$ cat src/cache_pkg.sv
package cache_pkg;

	// Address split into tag [15:8], index [7:2] and offset [1:0]
	localparam int ADDR_W    = 16;                // CPU word address width
	localparam int WORD_W    = 16;                // Data word width
	localparam int LINE_W    = 64;                // Four words per line
	localparam int TAG_W     = 8;
	localparam int INDEX_W   = 6;
	localparam int OFFS_W    = 2;
	localparam int MADDR_W   = 14;                // Line address, tag then index
	localparam int NUM_LINES = 64;                // Lines per cache
	localparam int MEM_LINES = 1 << MADDR_W;      // Lines in main memory
	localparam int MEM_LAT   = 4;                 // Memory access latency in cycles
	localparam int CNT_W     = $clog2(MEM_LAT + 1); // Latency counter width
	localparam logic [WORD_W-1:0] MEM_KEY = 16'hA5A5; // Initial memory pattern key

	// Controller state encoding
	typedef enum logic [1:0] {
		ST_IDLE         = 2'b00, // Answer hits, launch misses
		ST_EXTRA        = 2'b01, // Gap cycle after write-back, starts the fill read
		ST_SERVICE_MISS = 2'b10, // Wait for fill data
		ST_WRITE_BACK   = 2'b11  // Dirty victim going out
	} ctrl_state_e;

	// One line seen either as a raw vector or as four words
	typedef union packed {
		logic [LINE_W-1:0]             raw;   // Memory transfer and storage
		logic [3:0][WORD_W-1:0]        words; // Word 0 in the low bits
	} cache_line_u;

endpackage

$ cat src/cache_controller.sv
`timescale 1ns/1ps

module cache_controller (
	input  logic                           clk,
	input  logic                           rst_n,
	input  logic [cache_pkg::ADDR_W-1:0]   i_iaddr,   // Fetch address
	input  logic [cache_pkg::ADDR_W-1:0]   i_daddr,   // Data address
	input  logic [cache_pkg::WORD_W-1:0]   i_wr_data, // Store data
	input  logic                           i_iacc,    // Fetch access
	input  logic                           i_dacc,    // Data access
	input  logic                           i_write,   // Data access is a store
	input  logic                           i_ihit,
	input  logic                           i_dhit,
	input  logic                           i_dirty,   // Indexed data line is dirty
	input  logic                           i_mem_rdy,
	input  logic [cache_pkg::TAG_W-1:0]    i_dtag,    // Victim tag
	input  cache_pkg::cache_line_u         i_dline,   // Indexed data line
	input  cache_pkg::cache_line_u         i_mline,   // Line read from memory
	output logic                           o_iwe,
	output cache_pkg::cache_line_u         o_iline,
	output logic                           o_dwe,
	output cache_pkg::cache_line_u         o_dline,
	output logic                           o_ddirty,
	output logic                           o_mre,
	output logic                           o_mwe,
	output logic [cache_pkg::MADDR_W-1:0]  o_maddr,
	output cache_pkg::cache_line_u         o_mline,
	output logic                           o_rdy
);

	import cache_pkg::*;

	ctrl_state_e        state;
	ctrl_state_e        next_state;
	logic               d_miss;
	logic               i_miss;
	logic [OFFS_W-1:0]  d_offs;
	logic [MADDR_W-1:0] d_line_addr;  // Line address of the data request
	logic [MADDR_W-1:0] i_line_addr;  // Line address of the fetch request
	logic [MADDR_W-1:0] wb_addr;      // Line address of the dirty victim
	cache_line_u        merged;       // Line with the store word replaced

	assign d_miss      = i_dacc && !i_dhit;
	assign i_miss      = i_iacc && !i_ihit;
	assign d_offs      = i_daddr[1:0];
	assign d_line_addr = i_daddr[15:2];
	assign i_line_addr = i_iaddr[15:2];
	assign wb_addr     = {i_dtag, i_daddr[7:2]}; // Victim tag plus current index

	// Store word merged into the cached line on a hit or the fill line on a miss
	always_comb begin
		merged = (state == ST_SERVICE_MISS) ? i_mline : i_dline;
		merged.words[d_offs] = i_wr_data;
	end

	always_ff @(posedge clk or negedge rst_n) begin
		if (!rst_n) begin
			state <= ST_IDLE;
		end else begin
			state <= next_state;
		end
	end

	always_comb begin
		o_iwe      = 1'b0;
		o_iline    = i_mline;   // Fetch fills always come from memory
		o_dwe      = 1'b0;
		o_dline    = i_mline;
		o_ddirty   = 1'b0;
		o_mre      = 1'b0;
		o_mwe      = 1'b0;
		o_maddr    = '0;
		o_mline    = i_dline;   // Only ever written back as the victim
		o_rdy      = 1'b0;
		next_state = ST_IDLE;

		case (state)
			ST_IDLE: begin
				if (d_miss) begin                 // Data side wins arbitration
					if (i_dirty) begin
						o_mwe      = 1'b1;          // Victim goes out first
						o_maddr    = wb_addr;
						next_state = ST_WRITE_BACK;
					end else begin
						o_mre      = 1'b1;
						o_maddr    = d_line_addr;
						next_state = ST_SERVICE_MISS;
					end
				end else if (i_miss) begin
					o_mre      = 1'b1;
					o_maddr    = i_line_addr;
					next_state = ST_SERVICE_MISS;
				end else begin
					o_rdy = 1'b1;                  // Everything asserted hits
					if (i_dacc && i_write) begin
						o_dwe    = 1'b1;              // Store hit, written at the same edge
						o_dline  = merged;
						o_ddirty = 1'b1;
					end
				end
			end

			ST_SERVICE_MISS: begin
				if (i_mem_rdy) begin
					if (d_miss) begin
						o_dwe = 1'b1;
						if (i_write) begin
							o_dline  = merged;          // Store miss fills a dirty line
							o_ddirty = 1'b1;
						end
					end else begin
						o_iwe = 1'b1;               // Data hits, so this was the fetch
					end
					next_state = ST_IDLE;          // Access hits on the next cycle
				end else if (d_miss) begin
					o_mre      = 1'b1;             // Hold the read
					o_maddr    = d_line_addr;
					next_state = ST_SERVICE_MISS;
				end else if (i_miss) begin
					o_mre      = 1'b1;
					o_maddr    = i_line_addr;
					next_state = ST_SERVICE_MISS;
				end
			end

			ST_WRITE_BACK: begin
				o_mwe   = 1'b1;                   // Hold the write until memory is done
				o_maddr = wb_addr;
				if (i_mem_rdy) begin
					next_state = ST_EXTRA;
				end else begin
					next_state = ST_WRITE_BACK;
				end
			end

			ST_EXTRA: begin
				// Memory is idle again after the write so the fill read starts here
				o_mre      = 1'b1;
				o_maddr    = d_line_addr;
				next_state = ST_SERVICE_MISS;
			end

			default: begin
				next_state = ST_IDLE;
			end
		endcase
	end

endmodule

$ cat config.mk
export PLATFORM = sky130hd
export DESIGN_NAME = cache_controller
export DESIGN_NICKNAME = d
export VERILOG_FILES = /design/src/cache_pkg.sv /design/src/cache_controller.sv
export SDC_FILE = /design/constraint.sdc
export NUM_CORES = 1
export LEC_CHECK = 0
export BUFFER_PORTS_ARGS = -buffer_cell sky130_fd_sc_hd__buf_2
export CAP_MARGIN = 20
export CORE_AREA = 2 2 155 157
export CTS_CLUSTER_DIAMETER = 30
export CTS_CLUSTER_SIZE = 20
export DETAILED_ROUTE_END_ITERATION = 6
export DIE_AREA = 0 0 157 159
export PLACE_DENSITY = 0.54
export RECOVER_POWER = 50
export REMOVE_ABC_BUFFERS = 1
export SYNTH_ARGS = -nofsm -noshare
export SYNTH_HDL_FRONTEND = slang
export SYNTH_SLANG_ARGS = --single-unit
$ cat constraint.sdc
create_clock -name clk -period 5.35 [get_ports clk]
set_input_delay 0.2675 -clock clk [delete_from_list [all_inputs] [get_ports clk]]
set_output_delay 0.2675 -clock clk [all_outputs]
set_load 0.02 [all_outputs]
==> reports/qor.yml <==
status: "complete, no violations"
grt_max_degree: 52
worstHoldPathType: "in2reg"
syn_to_final_growth_pct: 30.51
fp.dieH_um: 159
gp_congestion: 0.8215
grt.busiest_layer: "met2"
ff2ff_path_depth: 6
max_clock_freq_mhz: 282.1
cp_data_arrival_time_ps: 3280
ir_drop_v: 0.0001106
r2r-end: "state[0]"
largest_reg_flops: 2
use_met2: 0.2743
crit_type: "reg2out"
clk-insertion-delay-late_ps: 220
wl_per_cell_um: 18.84
crit_fanout: 41
place_area_um2: 5286
multi_input_area_um2: 2746
cp_common_cell: "inv_1"
globalRoute.totalOverflow: 0
numCtsBuffers: 3
top_regs: "state: 2 flops"
synth_xor_area_frac: 0
synthMuxAreaShare: 0.02740
synth-simple-area-share: 0.1902
synth_edf_count: 0
synth_seq_area_share: 0.01245
fin_setup_tns_ps: 0
design_area_um2: 5245
post-route-util: 0.2262
r2r-start: "state[0]"
cp_top_family: "buffers and inverters"
gr-usage-all-layers: 0.1590
syn_avg_cell_area_um2: 6.720
antenna_left: 0
first_pass_iters: 5
drv_cap: 0
first_global_vias: 5096
setup_ws_ps: 1805
io_buffers: 402
tritoncts: "yes"
area.sequential_um2: 50.05
synth_top_family_by_area: "compound AO/OA/AOI/OAI gates"
rsz0062_at_grt: "false"
finalCritPeriodShare: 0.6626
synth_ff_type: "dfrtp_1"
cts-htree-levels: 1
crit_path_end_kind: "output pin"
finalSetupViolCount: 0
vias: 5442
rows: 56
synth_area_um2: 4019
fillers: 2728
synth-compound-area-share: 0.4380
drcViolationCount: 0
routed_wl_um: 21460
skew_ps: 2.368
max_slew.worst_pin.slew_ps: 1167
hpwlAfterDp_um: 16750
grt_pass1_wl_um: 30860
min_delay_path_depth: 2
dp_slack_ps: 1995
worstPathRequired_ps: 5080
relSlewSlack: 0.2218
ys_ff_latch: 2
p_leak_nw: 2.272
core_um2: 23190
async_flop_share: 1.000
total_power_mw: 1.806
power.density_nw_per_um2: 344.3
cts-root-buf: "clkbuf_16"
finalMaxSlewViolations: 0
cp-start-kind: "flip-flop"
antenna_found_initial: 0
clk_pin_slew_ps: 30
cp_num_buf_inv: 4
synth_fa_ha_area_frac: 0.01557
routed_via_density: 4.778
initial_core_util: 0.1733
cts_buffer_depth: 2
cts_sinks: 2
drive_above_1_share: 0.4090
largest-register: "state"
cp_slowest_cell: "ha_1"
hold_viol_final: 0
setup.reg_to_reg.worst_slack_ps: 2590
postCtsSetupBuffers: 0
synthCells: 598
first_iter_violations: 340
met3_usage: 0.01769
min_period_ps: 3545
holdPathEnd: "state[1]"
crit_chain: "inv_1, ha_1, inv_1, a31oi_4, buf_4, o31ai_1, o21ai_0, buf_2"
use_met1: 0.2134
hp-start: "i_mem_rdy"
die-area_um2: 24960
final_cell_mix: "295 x buf_2, 107 x clkbuf_1, 55 x a21oi_1"
ioPinCount: 405
max_stage_delay_ps: 660
ys_warn_count: 0
finalNetCount: 1019
synth_cell_types: 50
final_common_cell: "buf_2"
die_w_um: 157
## where the power goes
group | leakage (nW) | total, mW | switching [mW] | internal [mW]
registers | 0.0256 | 0.0278 | 0.00747 | 0.0204
logic | 2.21 | 1.67 | 1.09 | 0.573
clock network | 0.0370 | 0.113 | 0.0177 | 0.0952
## layout make-up
cell class              instances  share of cell area
multi-input cells             396              0.5236
inverters                       7            0.005010
repair buffers                411              0.3709
clock buffers                   3             0.01431
well taps                     319             0.07610
diodes                          1           0.0004771
flip-flops and latches          2            0.009542
## Yosys cell counts, types with 2 or more instances
| library cell | count | area [um2] |
|---|---|---|
| buf_2 | 10 | 50.05 |
| a221o_1 | 22 | 220.2 |
| a22o_1 | 6 | 52.55 |
| ha_1 | 5 | 62.56 |
| nand3b_1 | 8 | 60.06 |
| a31oi_1 | 13 | 81.33 |
| dfrtp_1 | 2 | 50.05 |
| and2b_1 | 2 | 15.01 |
| and2_1 | 4 | 25.02 |
| clkbuf_1 | 43 | 161.4 |
| inv_1 | 7 | 26.28 |
| or2_2 | 3 | 18.77 |
| nand2_1 | 29 | 108.9 |
| o21a_1 | 39 | 292.8 |
| and3_1 | 11 | 68.82 |
| o31ai_1 | 39 | 292.8 |
| a221o_2 | 8 | 90.09 |
| buf_6 | 2 | 22.52 |
| nor2_1 | 9 | 33.78 |
| nor3b_1 | 39 | 292.8 |
| a311oi_1 | 8 | 70.07 |
| o21ai_1 | 2 | 10.01 |
| a21oi_2 | 2 | 17.52 |
| buf_1 | 6 | 22.52 |
| nand2b_1 | 6 | 37.54 |
| nand3_1 | 3 | 15.01 |
| o21ai_0 | 50 | 250.2 |
| mux2_2 | 8 | 90.09 |
| buf_4 | 131 | 983.4 |
| o311a_1 | 2 | 20.02 |
| o22ai_1 | 3 | 18.77 |
| nor2b_1 | 2 | 12.51 |
| a21oi_1 | 56 | 280.3 |
| mux2i_1 | 2 | 20.02 |
## per-layer routing
| metal | up-vias | wire length (um) |
|---|---|---|
| met5 | - | 0 |
| met4 | 0 | 335 |
| met3 | 19 | 1394 |
| met2 | 307 | 10350 |
| met1 | 2568 | 9380 |
| li1 | 2548 | - |
## what timing repair did
action / in CTS / in global routing
hold endpoints to repair: 2 / 0
hold buffers: 1 / 0
gates resized for setup: 0 / 0
## how the worst max path moves through the flow
stage | start | end | slack (ps) | cells after the start
after floorplan | state[0] | o_dline[10] | 520 | 6
after global placement | state[0] | o_dline[56] | 2040 | 8
after detailed placement | state[0] | o_dline[0] | 2000 | 8
after CTS | state[0] | o_dline[0] | 1760 | 8
after global routing | state[0] | o_dline[25] | 1530 | 8
final | state[0] | o_dline[25] | 1810 | 8
## per-stage QoR
step	std cells	hold slack, ps
after floorplan	405	-28.09
after global placement	1133	55.83
after detailed placement	1133	58.51
after CTS	1137	336.6
after global routing	1138	364.2
final	1139	343.3
## logic make-up (layout without fill, tap and decap cells)
| family | count (synthesis) | after routing |
|---|---|---|
| compound gates | 256 | 256 |
| mux | 10 | 10 |
| other cells | 0 | 1 |
| fa+ha+maj | 5 | 5 |
| buf+inv | 200 | 421 |
| simple gates | 125 | 125 |
| flops | 2 | 2 |
Power figures use the tool's default switching activity.
